===== src/axi_rd_pkg.sv =====
// AXI read channel types; single read port, 32-bit data, no user or region signals.
`default_nettype none

package axi_rd_pkg;

	typedef logic [31:0] addr_t; // byte address.
	typedef logic [3:0]  id_t;
	typedef logic [7:0]  len_t;  // beats minus one.
	typedef logic [31:0] data_t;
	typedef logic [1:0]  resp_t;

	localparam resp_t resp_okay   = 2'b00;
	localparam resp_t resp_decerr = 2'b11;

	typedef struct packed {
		addr_t      addr;
		len_t       len;
		logic [2:0] size;
		logic [1:0] burst;
		logic       lock;
		logic [3:0] cache;
		logic [2:0] prot;
		id_t        id;
	} ar_chan_t; // 57 bits.

	typedef struct packed {
		id_t   id;
		data_t data;
		resp_t resp;
		logic  last;
	} r_chan_t; // 39 bits.

endpackage

`default_nettype wire

===== src/rd_map_pkg.sv =====
// Fixed three-slave address map; overlapping entries resolve to the lowest index.
`default_nettype none

package rd_map_pkg;

	localparam int num_slaves = 3;

	typedef logic [num_slaves-1:0] slave_sel_t; // one-hot, bit n is slave n.

	// slave 1 sits inside slave 2's region and wins by priority.
	localparam axi_rd_pkg::addr_t slave_base [0:num_slaves-1] = '{
		32'h0000_0000,
		32'h1000_0000,
		32'h1000_0000
	};

	localparam axi_rd_pkg::addr_t slave_mask [0:num_slaves-1] = '{
		32'hF000_0000,
		32'hFF00_0000,
		32'hF000_0000
	};

	typedef logic [3:0] outst_cnt_t; // max_outstanding up to 15.

endpackage

`default_nettype wire


===== src/rd_route_top.sv =====
// Read-address routing for one upstream port; responses must return in issue order.
`timescale 1ns/1ps
`default_nettype none

module rd_route_top #(
	parameter int max_outstanding = 4
) (
	input  wire                          aclk,
	input  wire                          aresetn,
	input  wire axi_rd_pkg::ar_chan_t    us_ar,
	input  wire                          us_arvalid,
	output logic                         us_arready,
	output axi_rd_pkg::ar_chan_t         slv_ar,
	output rd_map_pkg::slave_sel_t       slv_arvalid,
	input  wire rd_map_pkg::slave_sel_t  slv_arready,
	input  wire axi_rd_pkg::r_chan_t     slv_r,
	input  wire                          slv_rvalid,
	output logic                         slv_rready,
	output axi_rd_pkg::r_chan_t          us_r,
	output logic                         us_rvalid,
	input  wire                          us_rready
);

	logic                 trk_ready;
	logic                 trk_idle;
	logic                 issue_slave;
	logic                 decerr_start;
	axi_rd_pkg::ar_chan_t decerr_ar;
	logic                 decerr_busy;
	logic                 rvalid_inflight;
	logic                 rlast_done;
	axi_rd_pkg::id_t      rlast_id;

	ar_route_ctrl ar_route_ctrl_i (
		.aclk            (aclk),
		.aresetn         (aresetn),
		.us_ar           (us_ar),
		.us_arvalid      (us_arvalid),
		.us_arready      (us_arready),
		.slv_ar          (slv_ar),
		.slv_arvalid     (slv_arvalid),
		.slv_arready     (slv_arready),
		.trk_ready       (trk_ready),
		.trk_idle        (trk_idle),
		.issue_slave     (issue_slave),
		.decerr_start    (decerr_start),
		.decerr_ar       (decerr_ar),
		.decerr_busy     (decerr_busy),
		.rvalid_inflight (rvalid_inflight),
		.rlast_done      (rlast_done),
		.rlast_id        (rlast_id)
	);

	rd_outstanding_tracker #(
		.max_outstanding (max_outstanding)
	) rd_outstanding_tracker_i (
		.aclk        (aclk),
		.aresetn     (aresetn),
		.issue_slave (issue_slave),
		.rlast_done  (rlast_done),
		.ready       (trk_ready),
		.idle        (trk_idle)
	);

	rd_resp_merge rd_resp_merge_i (
		.aclk            (aclk),
		.aresetn         (aresetn),
		.decerr_start    (decerr_start),
		.decerr_ar       (decerr_ar),
		.decerr_busy     (decerr_busy),
		.slv_r           (slv_r),
		.slv_rvalid      (slv_rvalid),
		.slv_rready      (slv_rready),
		.us_r            (us_r),
		.us_rvalid       (us_rvalid),
		.us_rready       (us_rready),
		.rlast_done      (rlast_done),
		.rlast_id        (rlast_id),
		.rvalid_inflight (rvalid_inflight)
	);

endmodule

`default_nettype wire


===== src/rd_resp_merge.sv =====
// R channel merge; slave beats pass through in order, decerr beats only while no slave read is open.
`timescale 1ns/1ps
`default_nettype none

module rd_resp_merge (
	input  wire                        aclk,
	input  wire                        aresetn,
	input  wire                        decerr_start,
	input  wire axi_rd_pkg::ar_chan_t  decerr_ar,
	output logic                       decerr_busy,
	input  wire axi_rd_pkg::r_chan_t   slv_r,
	input  wire                        slv_rvalid,
	output logic                       slv_rready,
	output axi_rd_pkg::r_chan_t        us_r,
	output logic                       us_rvalid,
	input  wire                        us_rready,
	output logic                       rlast_done,
	output axi_rd_pkg::id_t            rlast_id,
	output logic                       rvalid_inflight
);

	typedef enum logic {
		st_forward,
		st_decerr
	} state_t;

	state_t           state;
	axi_rd_pkg::len_t beats_left;
	axi_rd_pkg::id_t  dec_id;

	always_ff @(posedge aclk or negedge aresetn) begin
		if (!aresetn) begin
			state <= st_forward;
		end else if (state == st_forward && decerr_start) begin
			state <= st_decerr;
		end else if (state == st_decerr && us_rready && beats_left == '0) begin
			state <= st_forward;
		end
	end

	always_ff @(posedge aclk) begin
		if (decerr_start) begin
			beats_left <= decerr_ar.len;
			dec_id     <= decerr_ar.id;
		end else if (state == st_decerr && us_rready) begin
			beats_left <= beats_left - 1'b1;
		end
	end

	always_comb begin
		if (state == st_decerr) begin
			us_r.id   = dec_id;
			us_r.data = '0;
			us_r.resp = axi_rd_pkg::resp_decerr;
			us_r.last = beats_left == '0;
			us_rvalid = 1'b1;
		end else begin
			us_r      = slv_r;
			us_rvalid = slv_rvalid;
		end
	end

	assign slv_rready      = (state == st_forward) & us_rready;
	assign decerr_busy     = state == st_decerr;
	assign rlast_done      = us_rvalid & us_rready & us_r.last;
	assign rlast_id        = us_r.id;
	assign rvalid_inflight = us_rvalid;

endmodule

`default_nettype wire


===== src/rd_outstanding_tracker.sv =====
// Outstanding slave read counter; max_outstanding must stay at or below 15.
`timescale 1ns/1ps
`default_nettype none

module rd_outstanding_tracker #(
	parameter int max_outstanding = 4
) (
	input  wire  aclk,
	input  wire  aresetn,
	input  wire  issue_slave,
	input  wire  rlast_done,
	output logic ready,
	output logic idle
);

	rd_map_pkg::outst_cnt_t cnt;
	logic                   dec;

	// decerr last beats arrive only at zero count and are ignored here.
	assign dec = rlast_done & (cnt != '0);

	always_ff @(posedge aclk or negedge aresetn) begin
		if (!aresetn) begin
			cnt <= '0;
		end else begin
			case ({issue_slave, dec})
				2'b10:   cnt <= cnt + 1'b1;
				2'b01:   cnt <= cnt - 1'b1;
				default: cnt <= cnt; // both or neither.
			endcase
		end
	end

	assign ready = cnt < rd_map_pkg::outst_cnt_t'(max_outstanding);
	assign idle  = cnt == '0;

endmodule

`default_nettype wire


===== src/ar_route_ctrl.sv =====
// AR issue control; one hold slot, in-order only, lock blocks all issue until its last beat.
`timescale 1ns/1ps
`default_nettype none

module ar_route_ctrl (
	input  wire                          aclk,
	input  wire                          aresetn,
	input  wire axi_rd_pkg::ar_chan_t    us_ar,
	input  wire                          us_arvalid,
	output logic                         us_arready,
	output axi_rd_pkg::ar_chan_t         slv_ar,
	output rd_map_pkg::slave_sel_t       slv_arvalid,
	input  wire rd_map_pkg::slave_sel_t  slv_arready,
	input  wire                          trk_ready,
	input  wire                          trk_idle,
	output logic                         issue_slave,
	output logic                         decerr_start,
	output axi_rd_pkg::ar_chan_t         decerr_ar,
	input  wire                          decerr_busy,
	input  wire                          rvalid_inflight,
	input  wire                          rlast_done,
	input  wire axi_rd_pkg::id_t         rlast_id
);

	logic                   slot_full;
	axi_rd_pkg::ar_chan_t   slot_ar;
	axi_rd_pkg::ar_chan_t   cand_ar;
	logic                   cand_valid;
	rd_map_pkg::slave_sel_t sel;
	logic                   miss;
	logic                   ar_pending;
	logic                   trk_ok;
	logic                   lock_ok;
	logic                   can_issue;
	logic                   issue;
	logic                   lock_held;
	axi_rd_pkg::id_t        lock_id;

	// held entry has priority over the upstream port.
	assign cand_ar    = slot_full ? slot_ar : us_ar;
	assign cand_valid = slot_full | us_arvalid;
	assign us_arready = ~slot_full;

	ar_slave_decoder ar_slave_decoder_i (
		.addr (cand_ar.addr),
		.sel  (sel),
		.miss (miss)
	);

	assign ar_pending = |(slv_arvalid & ~slv_arready);
	assign trk_ok     = miss ? trk_idle : trk_ready; // misses go out only when idle.
	assign lock_ok    = ~cand_ar.lock | (trk_idle & ~rvalid_inflight);
	assign can_issue  = ~ar_pending & ~decerr_busy & trk_ok & ~lock_held & lock_ok;
	assign issue      = cand_valid & can_issue;

	assign issue_slave  = issue & ~miss;
	assign decerr_start = issue & miss;
	assign decerr_ar    = cand_ar;

	always_ff @(posedge aclk or negedge aresetn) begin
		if (!aresetn) begin
			slot_full <= 1'b0;
		end else begin
			slot_full <= cand_valid & ~can_issue;
		end
	end

	// capture only from upstream; a held entry stays put.
	always_ff @(posedge aclk) begin
		if (us_arvalid && !slot_full && !can_issue) begin
			slot_ar <= us_ar;
		end
	end

	always_ff @(posedge aclk or negedge aresetn) begin
		if (!aresetn) begin
			slv_arvalid <= '0;
		end else if (issue) begin
			slv_arvalid <= sel; // zero on a miss.
		end else begin
			slv_arvalid <= slv_arvalid & ~slv_arready;
		end
	end

	always_ff @(posedge aclk) begin
		if (issue_slave) begin
			slv_ar <= cand_ar;
		end
	end

	// the locked read may itself be a miss; its decerr last beat releases it.
	always_ff @(posedge aclk or negedge aresetn) begin
		if (!aresetn) begin
			lock_held <= 1'b0;
			lock_id   <= '0;
		end else if (issue && cand_ar.lock) begin
			lock_held <= 1'b1;
			lock_id   <= cand_ar.id;
		end else if (rlast_done && rlast_id == lock_id) begin
			lock_held <= 1'b0;
		end
	end

endmodule

`default_nettype wire


===== src/ar_slave_decoder.sv =====
// Combinational priority decode against the fixed map; sel is one-hot or zero on a miss.
`timescale 1ns/1ps
`default_nettype none

module ar_slave_decoder (
	input  wire axi_rd_pkg::addr_t     addr,
	output rd_map_pkg::slave_sel_t     sel,
	output logic                       miss
);

	rd_map_pkg::slave_sel_t hit;

	always_comb begin
		for (int n = 0; n < rd_map_pkg::num_slaves; n++) begin
			hit[n] = (addr & rd_map_pkg::slave_mask[n]) == rd_map_pkg::slave_base[n];
		end
	end

	// lowest index wins.
	always_comb begin
		sel = '0;
		for (int n = 0; n < rd_map_pkg::num_slaves; n++) begin
			if (hit[n] && sel == '0) begin
				sel[n] = 1'b1;
			end
		end
	end

	assign miss = ~|hit;

endmodule

`default_nettype wire


===== config.mk =====
export PLATFORM = sky130hd
export DESIGN_NAME = rd_route_top
export DESIGN_NICKNAME = d
export VERILOG_FILES = /design/src/axi_rd_pkg.sv /design/src/rd_map_pkg.sv /design/src/rd_route_top.sv /design/src/rd_resp_merge.sv /design/src/rd_outstanding_tracker.sv /design/src/ar_route_ctrl.sv /design/src/ar_slave_decoder.sv
export SDC_FILE = /design/constraint.sdc
export NUM_CORES = 1
export LEC_CHECK = 0
export ABC_AREA = 1
export BUFFER_PORTS_ARGS = -buffer_cell sky130_fd_sc_hd__buf_2
export CORE_MARGIN = 2
export CORE_UTILIZATION = 43
export DETAILED_ROUTE_END_ITERATION = 8
export PLACE_DENSITY = 0.7
export SETUP_SLACK_MARGIN = 0.15
export SLEW_MARGIN = 40
export SYNTH_ARGS = -nofsm -noshare
export SYNTH_HDL_FRONTEND = slang
export SYNTH_HIERARCHICAL = 1
export SYNTH_SLANG_ARGS = --single-unit

===== constraint.sdc =====
create_clock -name aclk -period 17.8 [get_ports aclk]
set_input_delay 0.89 -clock aclk [delete_from_list [all_inputs] [get_ports aclk]]
set_output_delay 0.89 -clock aclk [all_outputs]
set_load 0.005 [all_outputs]

# ---- Word level (Yosys, flattened, before mapping)
# Cells that the tools add are included.
dict set report totals {
  reg_bits 140
  inputBits 104
  out_inout_bits 102
  word_cells 96
}
dict set report op_classes {
  add_sub_neg 3
  magnitude_cmp 1
  eq_ne 5
  mux 15
  bitwise_logic 25
  reduce_logical 23
}
# op n
set ops {}
lappend ops {{2-to-1 mux 57 bit} 1}
lappend ops {{2-to-1 mux 39 bit} 1}
lappend ops {{zero test 32 bit} 1}
lappend ops {{2-to-1 mux 8 bit} 2}
lappend ops {{bitwise AND 1 bit} 13}
lappend ops {{logical AND 1 bit} 9}
lappend ops {{2-to-1 mux 1 bit} 9}
lappend ops {{equality test 8 x 5 -> 1 bit (second input constant)} 1}
lappend ops {{zero test 8 bit} 1}
lappend ops {{inverter 1 bit} 8}
lappend ops {{one-hot mux 4 bit (2 select lines)} 1}
lappend ops {{nonzero test 2 bit} 4}
lappend ops {{subtractor 8 x 1 -> 8 bit (second input constant)} 1}
lappend ops {{OR reduction 3 bit} 2}
lappend ops {{adder 4 x 1 -> 4 bit (second input constant)} 1}
lappend ops {{equality test 4 x 1 -> 1 bit (second input constant)} 1}
lappend ops {{equality test 4 bit} 1}
lappend ops {{zero test 4 bit} 1}
lappend ops {{less-than comparator 4 x 3 -> 1 bit (second input constant)} 1}
lappend ops {{nonzero test 4 bit} 1}
lappend ops {{subtractor 4 x 1 -> 4 bit (second input constant)} 1}
lappend ops {{bitwise AND 3 bit} 1}
lappend ops {{zero test 1 bit} 3}
lappend ops {{2-to-1 mux 3 bit} 1}
lappend ops {{5 further kinds} 6}

# ---- Longest topological paths before layout
dict set report depth {
  depth_word 12
  depth_mapped 23
  mapped_depth_nobuf 21
}

# ---- Hierarchy
# The synthesis kept the hierarchy.
# mod n_inst cells_each area_per_inst_um2 seq_area_each_um2
set by_module_without_submodules {}
lappend by_module_without_submodules {ar_route_ctrl 1 371 4665.7 3648.5}
lappend by_module_without_submodules {rd_resp_merge 1 174 1119.8 385.4}
lappend by_module_without_submodules {rd_outstanding_tracker 1 38 299.0 100.1}
lappend by_module_without_submodules {ar_slave_decoder 1 21 85.1 0.0}

# ---- Least setup slack after synthesis
# Ideal clock, no wire load.
dict set report synth_timing {
  kind {input-to-reg}
  from {input port us_ar[55] (netlist bit)}
  to {register ar_route_ctrl_i/slot_ar[0] (netlist bit), enable pin}
  setup_ns 0.542
  t_arrival_ns 5.594
  required_time_ns 17.258
  slack_ns 11.664
  path_stages 10
  n_path_buf 0
  path_cell_list {nand2_1 nand2_1 inv_1 nand2_1 or2_1 nand2_1 o21ai_0 nand2_1 nor2_8 nor3_1}
}
# element line_no
set synth_lines {}
lappend synth_lines {{start: declaration} rd_route_top.sv:10} ;# input wire axi_rd_pkg::ar_chan_t us_ar,
lappend synth_lines {{end signal: assignment} ar_route_ctrl.sv:71} ;# slot_ar <= us_ar;
lappend synth_lines {{end: declaration} ar_route_ctrl.sv:26} ;# axi_rd_pkg::ar_chan_t slot_ar;

==> impl_metrics.yaml <==
clocking:
  post_cts_buffers: 0
  clk_pin_slew_ns: 0.06
  clock-sinks: 140
  insertion_delay_ns: 0.41
  numCtsBuffers: 17
  clockRootBuffer: "clkbuf_16"
  cts-htree-levels: 4
  clockBufferDepth: 2
  cts_tree: "done"
  ctsResizeCount: 0
  holdBufCountCts: 0
layout:
  multi_input_area_um2: 1650
  final_cell_mix: "nand2_1, buf_2, edfxtp_1"
  fill_cells: 1208
  diodes: 0
  syn2layout_area_growth_pct: 28.1
  mostFrequentLayoutCell: "nand2_1"
  drive_gt1_frac: 0.317
  fin_util: 0.567
  fin_cells: 1000
  num-nets-final: 921
  regArea_um2: 4140
critical_path:
  crit_chain: "inv_2 -> nand2_1 -> nand2_1 -> inv_1 -> nand2_1 -> or2_1 -> o21ai_0 -> nand2_1 -> nor2_8 -> nand2_1 -> nor2_4 -> inv_1 -> ha_1 -> ha_1 -> or2_4 -> nand2_1 -> nand2_1 -> nand3_1 -> nand2_1"
  path_class: "flop to flop"
  critPathArrivalTime_ns: 3.49
  max_stage_delay_ns: 0.58
  start_kind: "flop"
  crit_path_frequent_cell: "nand2_1"
  required_ns: 18.09
  critical-path-top-delay-family: "simple AND/OR/NAND/NOR gates"
  slowest_stage: "dfrtp_2"
  endpoint_kind: "flop"
  critPathMaxFanout: 19
  cp.buffers_inverters: 3
sta:
  period_share: 0.180
  fmax_ghz: 0.313
  setup_ws_ns: 14.60
  fin_skew_ns: 0.00769
  slew_headroom: 0.469
  tns_ns: 0
  hold_ws_ns: 0.384
  rsz0062_at_grt: "no"
  setup_viol: 0
  worst_pin_slew_ns: 0.797
  finalMaxSlewViolations: 0
  hold_violations: 0
  min_period_ns: 3.20
logic_synthesis:
  synthSimpleGateAreaFrac: 0.229
  ys_top_cells_by_area: "edfxtp_1, nand2_1, dfrtp_1"
  synthXorXnorAreaFrac: 0.00710
  yosysUniqueCellTypes: 32
  yosys.area.top_type: "edfxtp_1"
  synth.avg_cell_area_um2: 10.2
  synth_compound_area_frac: 0.0150
  synthesis.instances: 604
  muxShareOfSynthArea: 0
  synth_fa_ha_area_frac: 0.0134
  synth_top_area_frac: 0.613
  synthesis.nets: 714
  yosys_warnings: 6
  syn-cell-area_um2: 6170
  synth_top_family_by_area: "simple AND/OR/NAND/NOR gates"
  ys_seq_area_frac: 0.670
  synth_seq_cells: 140
detailed_routing:
  route.detailed.drc: 0
  ant_nets: 0
  drt_wl_total_um: 14200
  drt-initial-drc-count: 248
  vias: 4661
  firstDrtPassIters: 5
  via_per_inst: 4.66
  wl_per_cell_um: 14.2
power:
  ir_drop_v: 0.0000527
  p_leak_nw: 3.79
  power.density_nw_per_um2: 91.9
global_routing:
  grt_usage: 0.194
  grt-ovfl-total: 0
  grt_max_degree: 58
  grt_pass1_wl_um: 22200
  grt_antenna_before_repair: 0
  grt_pass1_vias: 4549
placement:
  gp_congestion: 0.843
  io_buffer_count: 205
  dp_cells: 972
  dpl_worst_slack_ns: 14.28
  hpwl_um: 10000
floorplanning:
  initial_utilization: 0.443
  num_rows: 43
  dieWidth_um: 124
  die_area_um2: 15300
  die_h_um: 124
  coreArea_um2: 13900
  io_pins: 206
outcome:
  status: "complete, no violations"
min_path:
  hp-class: "primary input to async pin"
run:
  maxCapViolations: 0
==> cell type report <==
| class | instances | area share |
|---|---|---|
| flip-flops and latches | 140 | 0.523 |
| clock buffers | 17 | 0.0538 |
| clock inverters | 11 | 0.0165 |
| inverters | 72 | 0.0342 |
| well taps | 180 | 0.0285 |
| multi-input cells | 369 | 0.208 |
| repair buffers | 211 | 0.136 |
==> per-layer routing <==
metal,wire [um],global-route usage,up-vias
met5,0,0,-
met4,124,0.0639,0
met3,1290,0.0586,14
met2,6940,0.331,208
met1,5880,0.234,2102
li1,-,-,2337
==> cells in the mapped netlist (all sizes together) <==
cell	number
xor2	1
nor2	60
a21oi	4
xnor2	4
fa	1
inv	72
buf	23
nor3b	1
nand2	252
nor3	2
nor4	1
o21ai	10
or2	6
ha	5
nand4	6
dfrtp	14
a31oi	3
edfxtp	126
nand3	13
==> kinds of logic after synthesis <==
logic type               after synthesis
flip-flops                           140
buffers and inverters                 95
adder cells (fa/ha/maj)                6
XOR/XNOR                               5
AO/OA/AOI/OAI                         17
AND/OR/NAND/NOR                      341
==> per-stage QoR <==
step,power [mW],instance area [um2]
3_3_place_gp,0.394,7350
5_1_grt,0.750,7900
4_1_cts,0.733,7900
2_1_floorplan,0.378,6170
3_5_place_dp,0.395,7350
6_report,0.726,7900
==> report_power, final <==
group | internal (mW) | switching, mW
Clock | 0.214 | 0.124
Combinational | 0.0128 | 0.0142
Sequential | 0.359 | 0.00221
==> worst paths after layout <==
kind	end	slack, ns	start	depth (start not counted)
worst max-delay path	rd_outstanding_tracker_i/cnt[3]	14.60	ar_route_ctrl_i/slot_full	19
worst min-delay path	rd_outstanding_tracker_i/cnt[1]	0.38	aresetn	1
worst max register to register	rd_outstanding_tracker_i/cnt[3]	14.60	ar_route_ctrl_i/slot_full	19
worst min register to register	ar_route_ctrl_i/lock_held	0.47	ar_route_ctrl_i/lock_held	2
max in group asynchronous	ar_route_ctrl_i/slot_full	17.14	aresetn	1
min in group aclk	ar_route_ctrl_i/lock_held	0.47	ar_route_ctrl_i/lock_held	2
==> sequential cells by signal (all words and copies together) (netlist names), 3 cells and up <==
name,cells
rd_resp_merge_i/dec_id,4
rd_resp_merge_i/beats_left,8
ar_route_ctrl_i/slv_ar,57
ar_route_ctrl_i/slot_ar,57
ar_route_ctrl_i/lock_id,4
rd_outstanding_tracker_i/cnt,4
ar_route_ctrl_i/slv_arvalid,3
(Power assumes the default switching activity.)
